$ cat src/dcache_pkg.sv
package dcache_pkg;

   ////////////////////
   // cache geometry
   ////////////////////

   // two ways, 32-byte lines, 128 sets
   localparam int NUM_WAYS       = 2;
   localparam int WORDS_PER_LINE = 8;
   localparam int NUM_SETS       = 128;

   // address split: tag | index | word offset | byte offset
   localparam int BYTE_OFF_W = 2;
   localparam int OFFSET_W   = 3;
   localparam int INDEX_W    = 7;
   localparam int TAG_W      = 20;

   // line base has the low offset bits cleared
   localparam int LINE_OFF_W = OFFSET_W + BYTE_OFF_W;

   ////////////////////
   // data and address types
   ////////////////////

   typedef logic [31:0] word_t;
   typedef logic [31:0] addr_t;

   typedef logic [TAG_W-1:0]    tag_t;
   typedef logic [INDEX_W-1:0]  index_t;
   typedef logic [OFFSET_W-1:0] woff_t;

   // per-byte write enables of one word
   typedef logic [3:0] be_t;

   // one bit per way, one-hot where a single way is meant
   typedef logic [NUM_WAYS-1:0] way_vec_t;

   // offset of the final beat in a burst
   localparam woff_t LAST_BEAT = woff_t'(WORDS_PER_LINE - 1);

   ////////////////////
   // controller states
   ////////////////////

   typedef enum logic [2:0] {
      IDLE    = 3'd0,
      WB_ADDR = 3'd1,   // write-back address phase
      WB_DATA = 3'd2,   // write-back data beats
      WB_RESP = 3'd3,   // waiting for write response
      RF_ADDR = 3'd4,   // refill address phase
      RF_DATA = 3'd5,   // refill data beats
      INSTALL = 3'd6    // tag/valid update of the refilled way
   } cache_state_e;

endpackage

$ cat src/dcache_read_mux.sv
`timescale 1ns/1ps

module dcache_read_mux
   import dcache_pkg::*;
(
   input  way_vec_t i_way_hit,
   input  word_t    i_way_word [NUM_WAYS],
   input  way_vec_t i_way_dirty,
   input  tag_t     i_way_tag  [NUM_WAYS],
   input  way_vec_t i_victim,
   output logic     o_hit,
   output way_vec_t o_hit_way,
   output word_t    o_rdata,
   output logic     o_victim_dirty,
   output tag_t     o_victim_tag,
   output word_t    o_wdata
);

   ////////////////////
   // hit side
   ////////////////////

   assign o_hit     = |i_way_hit;
   assign o_hit_way = i_way_hit;

   // and-or select, the hit vector is one-hot or zero
   always_comb begin
      o_rdata = '0;
      for (int w = 0; w < NUM_WAYS; w++) begin
         o_rdata = o_rdata | (i_way_word[w] & {32{i_way_hit[w]}});
      end
   end

   ////////////////////
   // victim side
   ////////////////////

   // victim is always exactly one way
   always_comb begin
      o_wdata        = '0;
      o_victim_tag   = '0;
      o_victim_dirty = 1'b0;
      for (int w = 0; w < NUM_WAYS; w++) begin
         o_wdata        = o_wdata | (i_way_word[w] & {32{i_victim[w]}});
         o_victim_tag   = o_victim_tag | (i_way_tag[w] & {TAG_W{i_victim[w]}});
         o_victim_dirty = o_victim_dirty | (i_way_dirty[w] & i_victim[w]);
      end
   end

   // a line lives in at most one way of its set
   always_comb begin
      a_hit_onehot : assert final ($onehot0(i_way_hit))
         else $error("more than one way hit: %b", i_way_hit);
   end

endmodule

$ cat config.mk
export PLATFORM = sky130hd
export DESIGN_NAME = dcache_read_mux
export DESIGN_NICKNAME = d
export VERILOG_FILES = /design/src/dcache_pkg.sv /design/src/dcache_read_mux.sv
export SDC_FILE = /design/constraint.sdc
export NUM_CORES = 1
export LEC_CHECK = 0
export BUFFER_PORTS_ARGS = -buffer_cell sky130_fd_sc_hd__buf_2
export CORE_AREA = 2 2 77 79
export DETAILED_ROUTE_END_ITERATION = 12
export DIE_AREA = 0 0 79 81
export PLACE_DENSITY = 0.7
export SYNTH_ARGS = -nofsm -noshare
export SYNTH_HDL_FRONTEND = slang
export SYNTH_SLANG_ARGS = --single-unit
$ cat constraint.sdc
create_clock -name vclk -period 0.8
set_input_delay 0.12 -clock vclk [all_inputs]
set_output_delay 0.12 -clock vclk [all_outputs]
set_load 0.005 [all_outputs]
==> out/metrics.cfg <==
[run_status]
status = complete, but fails checks
failed_checks = negative setup slack

[timing]
tightest_slew_ns = 0.101
post-route-period-util_pct = 109
fin_crit_ns = 0.872
max_freq_mhz = 1150
setup_viol = 63
fin_ws_ns = -0.0717
final-hold-violation-count = 0
slew_headroom_pct = 93.3
slew_violations = 0
rsz0062_at_grt = yes

[logic_synthesis]
syn_nets = 218
yosysTopAreaCell = a22o_1
yosys.cell_types.count = 6
seq_area_frac_synth_pct = 0
syn_area_um2 = 978
synthCells = 108
synth_top_area_share_pct = 75.2
yosysWarnings = 0
syn_area_per_cell_um2 = 9.06
synth_top_cells_by_count = a22o_1 (84), buf_6 (17), buf_4 (4)
synthTopCellsByArea = a22o_1 (75%), buf_6 (20%), buf_4 (3.1%)
synth.most_common_cell = a22o_1

[placed_design]
post-dp-hpwl_um = 4050
place_ws_ns = -0.297
place_congestion = 0.777
portBuffers = 198

[drt]
drt-initial-drc-count = 65
wl_met2_um = 3410
vias = 1921
wire_per_inst_um = 17.1
routed_wl_um = 6550
final_antenna_net_count = 0
drc = 0
first_pass_iters = 4
wl_met3_um = 520
viasPerCell = 5.03
wl_met1_um = 2620
top_layer_used = met3

[clock_tree]
hold_buffers = 0

[flow_run]
max_cap_violations = 0

[floorplanning]
rows = 28
start_util_pct = 17.2
die-area_mm2 = 0.00640
chipHeight_um = 81
ioPinCount = 198
coreArea_mm2 = 0.00568
die_w_um = 79

[power_and_ir_drop]
vdd_drop_max_mv = 0.309
power_leakage_uw = 0.00142
power.total_uw = 1530
powerDensity_mw_per_mm2 = 630

[final_layout]
ff_latch_area_um2 = 0
fill_cells = 569
diodes = 0
area_delta_synth_final_pct = 148
final_util_pct = 42.8
final_nets = 419
seq_cell_count = 0
layout-drive-gt1-share_pct = 72.6
num-clock-buffers = 0

[critical_path]
crit_required_ns = 0.68
cp-startpoint = i_victim[0]
arrival_ns = 0.75
critPathMaxFanout = 7
start_kind = primary input
critPathKind = primary input to primary output
cp-endpoint = o_wdata[25]
endpoint_kind = primary output

[global_route]
grt_use_total_pct = 16.4
grt_max_degree = 23
grt_pass1_wl_um = 8340
grt_overflow = 0
grt_pass1_vias = 1728
antenna_found_initial = 0

[min_path]
hold_path_class = primary input to primary output

## kinds of logic (layout without fill, tap and decap cells)
| family | after synthesis | count (layout) | share of synthesized area (%) |
|---|---|---|---|
| AOI/OAI and AO/OA | 85 | 85 | 76.2 |
| and+or+nand+nor | 1 | 1 | 0.640 |
| buffers and inverters | 22 | 221 | 23.1 |
## timing repair
item | CTS | global route
buffers inserted | 0 | 1
endpoints found under the setup margin | 87 | 80
pin swaps | 1 | 2
gates resized for setup | 30 | 6
cloned | 9 | 5
## routing by layer
layer	track usage, %	vias to the layer above
li1	-	880
met1	19.5	911
met2	33.2	130
met3	1.56	0
met4	0.517	0
met5	0	-
## placed cells by master, fill, tap and decap left out
| cell | instances |
|---|---|
| buf_16 | 10 |
| buf_4 | 1 |
| clkbuf_16 | 5 |
| a22o_1 | 84 |
| buf_12 | 7 |
| or2_4 | 1 |
| buf_2 | 193 |
| buf_6 | 2 |
| a22o_2 | 1 |
| buf_8 | 3 |
## worst min-delay path by stage
stage                  start                to  slack, ns  depth (start not counted)
2_1_floorplan   i_way_hit[0]      o_hit_way[0]       0.32                          1
3_3_place_gp    i_way_tag[9]   o_victim_tag[9]       0.51                          3
3_5_place_dp   i_way_tag[13]  o_victim_tag[13]       0.51                          3
4_1_cts         i_way_hit[0]      o_hit_way[0]       0.49                          2
5_1_grt         i_way_hit[0]      o_hit_way[0]       0.50                          2
6_report        i_way_hit[0]      o_hit_way[0]       0.49                          2
## final cells by class
type	instances	area, um^2	area share (%)
Timing Repair Buffer	221	1580	65.1
Multi-Input combinational cell	86	754	31.1
Tap cell	75	93.8	3.86
## report_power, final
group | internal, uW | switching [uW] | leakage (uW)
sequential | 0 | 0 | 0
combinational | 939 | 593 | 0.00142
clock | 0 | 0 | 0
total | 939 | 593 | 0.00142
## critical path, stage by stage
cell and delay (ns):
clkbuf_16 0.15, buf_12 0.14, a22o_1 0.21, buf_2 0.14
## metrics by stage
step / hold WS [ns] / setup TNS, ns / std cells / cell area, um^2
floorplan: 0.321 / 0 / 108 / 978
detailed placement: 0.510 / -13.30 / 367 / 1960
finish: 0.487 / -2.23 / 382 / 2430
global placement: 0.513 / -12.21 / 367 / 1960
CTS: 0.485 / -2.38 / 376 / 2270
global route: 0.499 / -3.71 / 382 / 2430
(Power assumes the default switching activity.)
