==> src/dcache_pkg.sv <==
package dcache_pkg;

   ////////////////////
   // cache geometry
   ////////////////////

   // two ways, 32-byte lines, 128 sets
   localparam int NUM_WAYS       = 2;
   localparam int WORDS_PER_LINE = 8;
   localparam int NUM_SETS       = 128;

   // address split: tag | index | word offset | byte offset
   localparam int BYTE_OFF_W = 2;
   localparam int OFFSET_W   = 3;
   localparam int INDEX_W    = 7;
   localparam int TAG_W      = 20;

   // line base has the low offset bits cleared
   localparam int LINE_OFF_W = OFFSET_W + BYTE_OFF_W;

   ////////////////////
   // data and address types
   ////////////////////

   typedef logic [31:0] word_t;
   typedef logic [31:0] addr_t;

   typedef logic [TAG_W-1:0]    tag_t;
   typedef logic [INDEX_W-1:0]  index_t;
   typedef logic [OFFSET_W-1:0] woff_t;

   // per-byte write enables of one word
   typedef logic [3:0] be_t;

   // one bit per way, one-hot where a single way is meant
   typedef logic [NUM_WAYS-1:0] way_vec_t;

   // offset of the final beat in a burst
   localparam woff_t LAST_BEAT = woff_t'(WORDS_PER_LINE - 1);

   ////////////////////
   // controller states
   ////////////////////

   typedef enum logic [2:0] {
      IDLE    = 3'd0,
      WB_ADDR = 3'd1,   // write-back address phase
      WB_DATA = 3'd2,   // write-back data beats
      WB_RESP = 3'd3,   // waiting for write response
      RF_ADDR = 3'd4,   // refill address phase
      RF_DATA = 3'd5,   // refill data beats
      INSTALL = 3'd6    // tag/valid update of the refilled way
   } cache_state_e;

endpackage

==> src/dcache_ctrl.sv <==
`timescale 1ns/1ps

module dcache_ctrl
   import dcache_pkg::*;
(
   input  logic     clk,
   input  logic     reset,

   // processor request
   input  logic     i_read,
   input  logic     i_write,
   input  addr_t    i_addr,
   input  be_t      i_be,
   input  word_t    i_wdata,

   // lookup result from the read mux
   input  logic     i_hit,
   input  way_vec_t i_hit_way,
   input  logic     i_victim_dirty,
   input  tag_t     i_victim_tag,

   // memory bus inputs
   input  logic     i_arready,
   input  word_t    i_rdata,
   input  logic     i_rvalid,
   input  logic     i_rlast,
   input  logic     i_awready,
   input  logic     i_wready,
   input  logic     i_bvalid,

   output logic     o_stall,

   // way control
   output index_t   o_index,
   output tag_t     o_tag,
   output woff_t    o_woff,
   output word_t    o_way_wdata,
   output be_t      o_way_be [NUM_WAYS],
   output way_vec_t o_install,
   output way_vec_t o_mark_dirty,
   output way_vec_t o_victim,

   // memory bus outputs
   output addr_t    o_araddr,
   output logic     o_arvalid,
   output addr_t    o_awaddr,
   output logic     o_awvalid,
   output logic     o_wvalid,
   output logic     o_wlast
);

   cache_state_e        state_r;
   woff_t               beat_cnt;
   logic [NUM_SETS-1:0] lru_r;

   logic  req;
   logic  idle_hit;
   addr_t req_line;
   addr_t victim_line;

   ////////////////////
   // request decode
   ////////////////////

   assign req      = i_read || i_write;
   assign idle_hit = (state_r == IDLE) && req && i_hit;

   assign o_tag   = i_addr[31 -: TAG_W];
   assign o_index = i_addr[LINE_OFF_W +: INDEX_W];

   // burst beats walk the line from offset zero
   assign o_woff = (state_r == IDLE) ? i_addr[BYTE_OFF_W +: OFFSET_W] : beat_cnt;

   assign req_line    = {o_tag, o_index, {LINE_OFF_W{1'b0}}};
   assign victim_line = {i_victim_tag, o_index, {LINE_OFF_W{1'b0}}};

   // stall on a miss and for the whole miss sequence
   assign o_stall = req && ((state_r != IDLE) || !i_hit);

   // lru bit names the way to replace next
   assign o_victim = lru_r[o_index] ? 2'b10 : 2'b01;

   ////////////////////
   // way write control
   ////////////////////

   assign o_way_wdata = (state_r == RF_DATA) ? i_rdata : i_wdata;

   always_comb begin
      for (int w = 0; w < NUM_WAYS; w++) begin
         if ((state_r == RF_DATA) && i_rvalid && o_victim[w]) begin
            o_way_be[w] = 4'hf;
         end else if (idle_hit && i_write && i_hit_way[w]) begin
            o_way_be[w] = i_be;
         end else begin
            o_way_be[w] = '0;
         end
      end
   end

   assign o_install    = (state_r == INSTALL) ? o_victim : '0;
   assign o_mark_dirty = (idle_hit && i_write) ? i_hit_way : '0;

   // point away from the way just used
   always_ff @(posedge clk) begin
      if (reset) begin
         lru_r <= '0;
      end else if (idle_hit) begin
         lru_r[o_index] <= i_hit_way[0];
      end else if (state_r == INSTALL) begin
         lru_r[o_index] <= o_victim[0];
      end
   end

   ////////////////////
   // miss FSM
   ////////////////////

   always_ff @(posedge clk) begin
      if (reset) begin
         state_r   <= IDLE;
         beat_cnt  <= '0;
         o_arvalid <= 1'b0;
         o_awvalid <= 1'b0;
         o_wvalid  <= 1'b0;
         o_wlast   <= 1'b0;
      end else begin
         case (state_r)
            IDLE: begin
               if (req && !i_hit) begin
                  beat_cnt <= '0;
                  if (i_victim_dirty) begin
                     o_awvalid <= 1'b1;
                     state_r   <= WB_ADDR;
                  end else begin
                     o_arvalid <= 1'b1;
                     state_r   <= RF_ADDR;
                  end
               end
            end
            WB_ADDR: begin
               if (i_awready) begin
                  o_awvalid <= 1'b0;
                  o_wvalid  <= 1'b1;
                  state_r   <= WB_DATA;
               end
            end
            WB_DATA: begin
               if (i_wready) begin
                  if (o_wlast) begin
                     o_wvalid <= 1'b0;
                     o_wlast  <= 1'b0;
                     beat_cnt <= '0;
                     state_r  <= WB_RESP;
                  end else begin
                     beat_cnt <= beat_cnt + woff_t'(1);
                     o_wlast  <= (beat_cnt + woff_t'(1) == LAST_BEAT);
                  end
               end
            end
            WB_RESP: begin
               if (i_bvalid) begin
                  o_arvalid <= 1'b1;
                  state_r   <= RF_ADDR;
               end
            end
            RF_ADDR: begin
               if (i_arready) begin
                  o_arvalid <= 1'b0;
                  beat_cnt  <= '0;
                  state_r   <= RF_DATA;
               end
            end
            RF_DATA: begin
               if (i_rvalid) begin
                  beat_cnt <= beat_cnt + woff_t'(1);
                  if (i_rlast) begin
                     state_r <= INSTALL;
                  end
               end
            end
            INSTALL: begin
               state_r <= IDLE;
            end
            default: begin
               state_r <= IDLE;
            end
         endcase
      end
   end

   // burst addresses, captured when the channel is opened
   always_ff @(posedge clk) begin
      if ((state_r == IDLE) && req && !i_hit) begin
         o_awaddr <= victim_line;
         o_araddr <= req_line;
      end
   end

   ////////////////////
   // checks
   ////////////////////

   a_one_channel : assert property (
      @(posedge clk) disable iff (reset)
      !(o_arvalid && o_awvalid)
   ) else $error("read and write address valid together");

   // address must hold until the memory takes it
   a_ar_hold : assert property (
      @(posedge clk) disable iff (reset)
      (o_arvalid && !i_arready) |=> (o_arvalid && $stable(o_araddr))
   ) else $error("read address dropped before arready");

endmodule

==> config.mk <==
export PLATFORM = sky130hd
export DESIGN_NAME = dcache_ctrl
export DESIGN_NICKNAME = d
export VERILOG_FILES = /design/src/dcache_pkg.sv /design/src/dcache_ctrl.sv
export SDC_FILE = /design/constraint.sdc
export NUM_CORES = 1
export LEC_CHECK = 0
export BUFFER_PORTS_ARGS = -buffer_cell sky130_fd_sc_hd__buf_2
export CAP_MARGIN = 0
export CORE_UTILIZATION = 45
export CTS_CLUSTER_DIAMETER = 100
export DETAILED_ROUTE_END_ITERATION = 8
export PLACE_DENSITY = 0.71
export SLEW_MARGIN = 20
export SYNTH_ARGS = -nofsm -noshare
export SYNTH_HDL_FRONTEND = slang
export SYNTH_SLANG_ARGS = --single-unit
==> constraint.sdc <==
create_clock -name clk -period 7.1 [get_ports clk]
set_input_delay 1.42 -clock clk [delete_from_list [all_inputs] [get_ports clk]]
set_output_delay 1.42 -clock clk [all_outputs]
set_load 0.02 [all_outputs]
==> impl_metrics.tcl <==
set metrics [dict create \
    status "finished, final reports clean" \
    num_vias 8907 \
    use_met1_pct 33.4 \
    slew_headroom_pct 24.3 \
    fin_crit_sh_pct 84.0 \
    min_path_type "flop to flop" \
    synthDistinctLibCells 61 \
    area_growth_pct 16.8 \
    period_needed_ns 5.96 \
    fin_util_pct 53.5 \
    use_met3_pct 3.83 \
    worst_pin_slew_ns 1.13 \
    row_count 53 \
    crit_top_cell "buf_2" \
    nNetsFinal 1398 \
    insertedDiodeCount 0 \
    die_w_um 148 \
    rsz0062_at_grt "false" \
    peakVddDrop_uv 130 \
    cts.clk_slew.worst_paths_ns 0.07 \
    htreeDepth 4 \
    port_buffers 266 \
    synth_seq_cells 185 \
    drc 0 \
    ant_nets 0 \
    finClkSkew_ns 0.00826 \
    synthCells 1084 \
    slew_violations 0 \
    cp_max_fo 31 \
    avgViaCountPerCell 5.75 \
    critPathKind "input pin to output pin" \
    slowest_stage "buf_2" \
    clockBufferDepth 2 \
    cp-end-kind "output pin" \
    hold_viol 0 \
    die-area_um2 22000 \
    initial_core_util_pct 45.8 \
    hold_buffers 0 \
    postSynth.asyncResetShare_pct 0 \
    drtIter0Drc 998 \
    critPathLaunchType "input pin" \
    grt_max_degree 84 \
    die_height_um 148 \
    fin_setup_tns_ns 0 \
    cts_resized 0 \
    antenna_found_initial 0 \
    cp_cell_sequence "buf_2 -> buf_4 -> nor2b_1 -> a22oi_1 -> o211a_1 -> o311ai_0 -> nand4_1 -> and2_1 -> inv_2 -> a32o_1 -> buf_2" \
    cts_setup_buffers 0 \
    ys_warn_count 0 \
    max_cap_violations 0 \
    core_um2 21000 \
    io_pins 279 \
    grt_pass1_wl_mm 42.6 \
    use_met2_pct 39.3 \
    wire_per_inst_um 18.1 \
    cts-root-buf "clkbuf_16" \
    critPathBufInv 4 \
    routed_wl_mm 28.0 \
    synthFlopType "dfxtp_1" \
    drive_gt1_share_pct 27.8 \
    gp_congestion 0.826 \
    crit_arrival_ns 4.54 \
    hpwlAfterDp_mm 18.1 \
    grt-ovfl-total 0 \
    cts_buffers 17 \
    cp.required_ns 5.68 \
    busiest_layer "met2" \
    slowest_delay_ns 0.51 \
    clk_latency_ns 0.44 \
    syn_avg_cell_area_um2 8.88 \
    synth_edf_count 47 \
    p_per_area_nw_per_um2 261 \
    leakage_nw 4.56 \
    grt_pass1_vias 7798 \
    ys_seq_area_share_pct 43.3 \
    final.fill_count 1957 \
    cp_top_family "buffers and inverters" \
    cts.sinks 185 \
    synth_area_um2 9630 \
    cts_tree "yes" \
    finalSetupViolCount 0 \
    max_freq_mhz 168 \
    dr.pass1.iters 5 \
    globalRouteTotalUtil_pct 24.7 \
]
-- registers in the layout, summed over array words and instances, names as in the netlist --
register   cells
o_awaddr      27
o_awvalid      1
o_wvalid       1
lru_r        128
o_arvalid      1
o_araddr      20
o_wlast        1
state_r        3
beat_cnt       3
-- synth_stat cells (9+ instances only) --
cell	count	area, um^2
o31a_1	129	1130
nor3_1	12	60.1
dfxtp_1	138	2760
mux2i_1	11	110
nor2_1	162	608
mux2_2	13	146
buf_8	10	150
nand2_1	132	495
edfxtp_1	47	1410
buf_2	21	105
nand3b_1	9	67.6
a221oi_1	13	114
buf_4	47	353
clkbuf_1	57	214
nand3_1	11	55.1
a21oi_1	142	711
nor2b_1	10	62.6
mux4_2	12	270
-- logic make-up (layout without fill, tap and decap cells) --
group,after synthesis,after routing,share of synthesized area (%)
adders and majority gates,2,2,0.260
other,1,10,0.0389
AOI/OAI and AO/OA,333,333,24.4
DFF,185,185,43.3
and+or+nand+nor,377,377,17.1
muxes,36,36,5.47
xor gates and xnor gates,1,1,0.0910
buffers and inverters,149,331,9.32
-- cells in the final DEF (no fill, tap or decap), drive strengths merged, types with 4 or more instances in the layout --
cell      instances
o31a            129
and3              5
and2              9
nand3b            9
edfxtp           47
nand3            11
mux4             12
nor2            162
inv              13
mux2i            11
nor2b            10
a221oi           13
o21ai             8
clkinvlp          4
dfxtp           138
a22oi             5
a211oi            4
nand2b            5
nor3             12
buf             290
a221o             4
mux2             13
conb             10
a32o              8
a21oi           142
clkinv            5
clkbuf           18
nand2           132
-- area by class of cell --
type | instances | area, um^2 | area share [%]
Inverter | 9 | 33.8 | 0.300
Timing Repair Buffer | 290 | 1510 | 13.5
Clock inverter | 14 | 139 | 1.23
Multi-Input combinational cell | 759 | 4600 | 40.9
Tap cell | 275 | 344 | 3.06
Clock buffer | 18 | 439 | 3.91
Sequential cell | 185 | 4170 | 37.1
-- path summary, 6_finish.rpt --
check / slack, ns / startpoint / end / cells after the start
worst max-delay path: 1.14 / i_addr[7] / o_way_be[3] / 11
worst min-delay path: 0.51 / o_wlast / o_wvalid / 1
worst max register to register: 3.52 / state_r[1] / state_r[0] / 7
worst min register to register: 0.51 / o_wlast / o_wvalid / 1
-- stage by stage --
step	std cells	hold slack (ns)	area, um^2	setup WS (ns)	total power, mW
finish	1550	0.509	11200	1.14	2.94
global route	1550	0.559	11200	0.960	3.06
CTS	1550	0.518	11200	1.17	2.95
detailed placement	1518	0.506	10700	1.20	2.02
global placement	1518	0.489	10700	1.26	2.02
floorplan	1093	0.462	9660	1.62	1.85
-- power breakdown --
| part | switching (mW) | internal [mW] |
|---|---|---|
| Combinational | 0.557 | 0.228 |
| Clock | 0.431 | 0.501 |
| Sequential | 0.0485 | 1.17 |
| Total | 1.04 | 1.90 |
-- metal layers --
layer	wire (um)	vias to the layer above
met5	0	-
met4	645	0
met3	1960	44
met2	13300	417
met1	12100	4214
li1	-	4232
No activity file was read; power rests on OpenSTA's default activity.
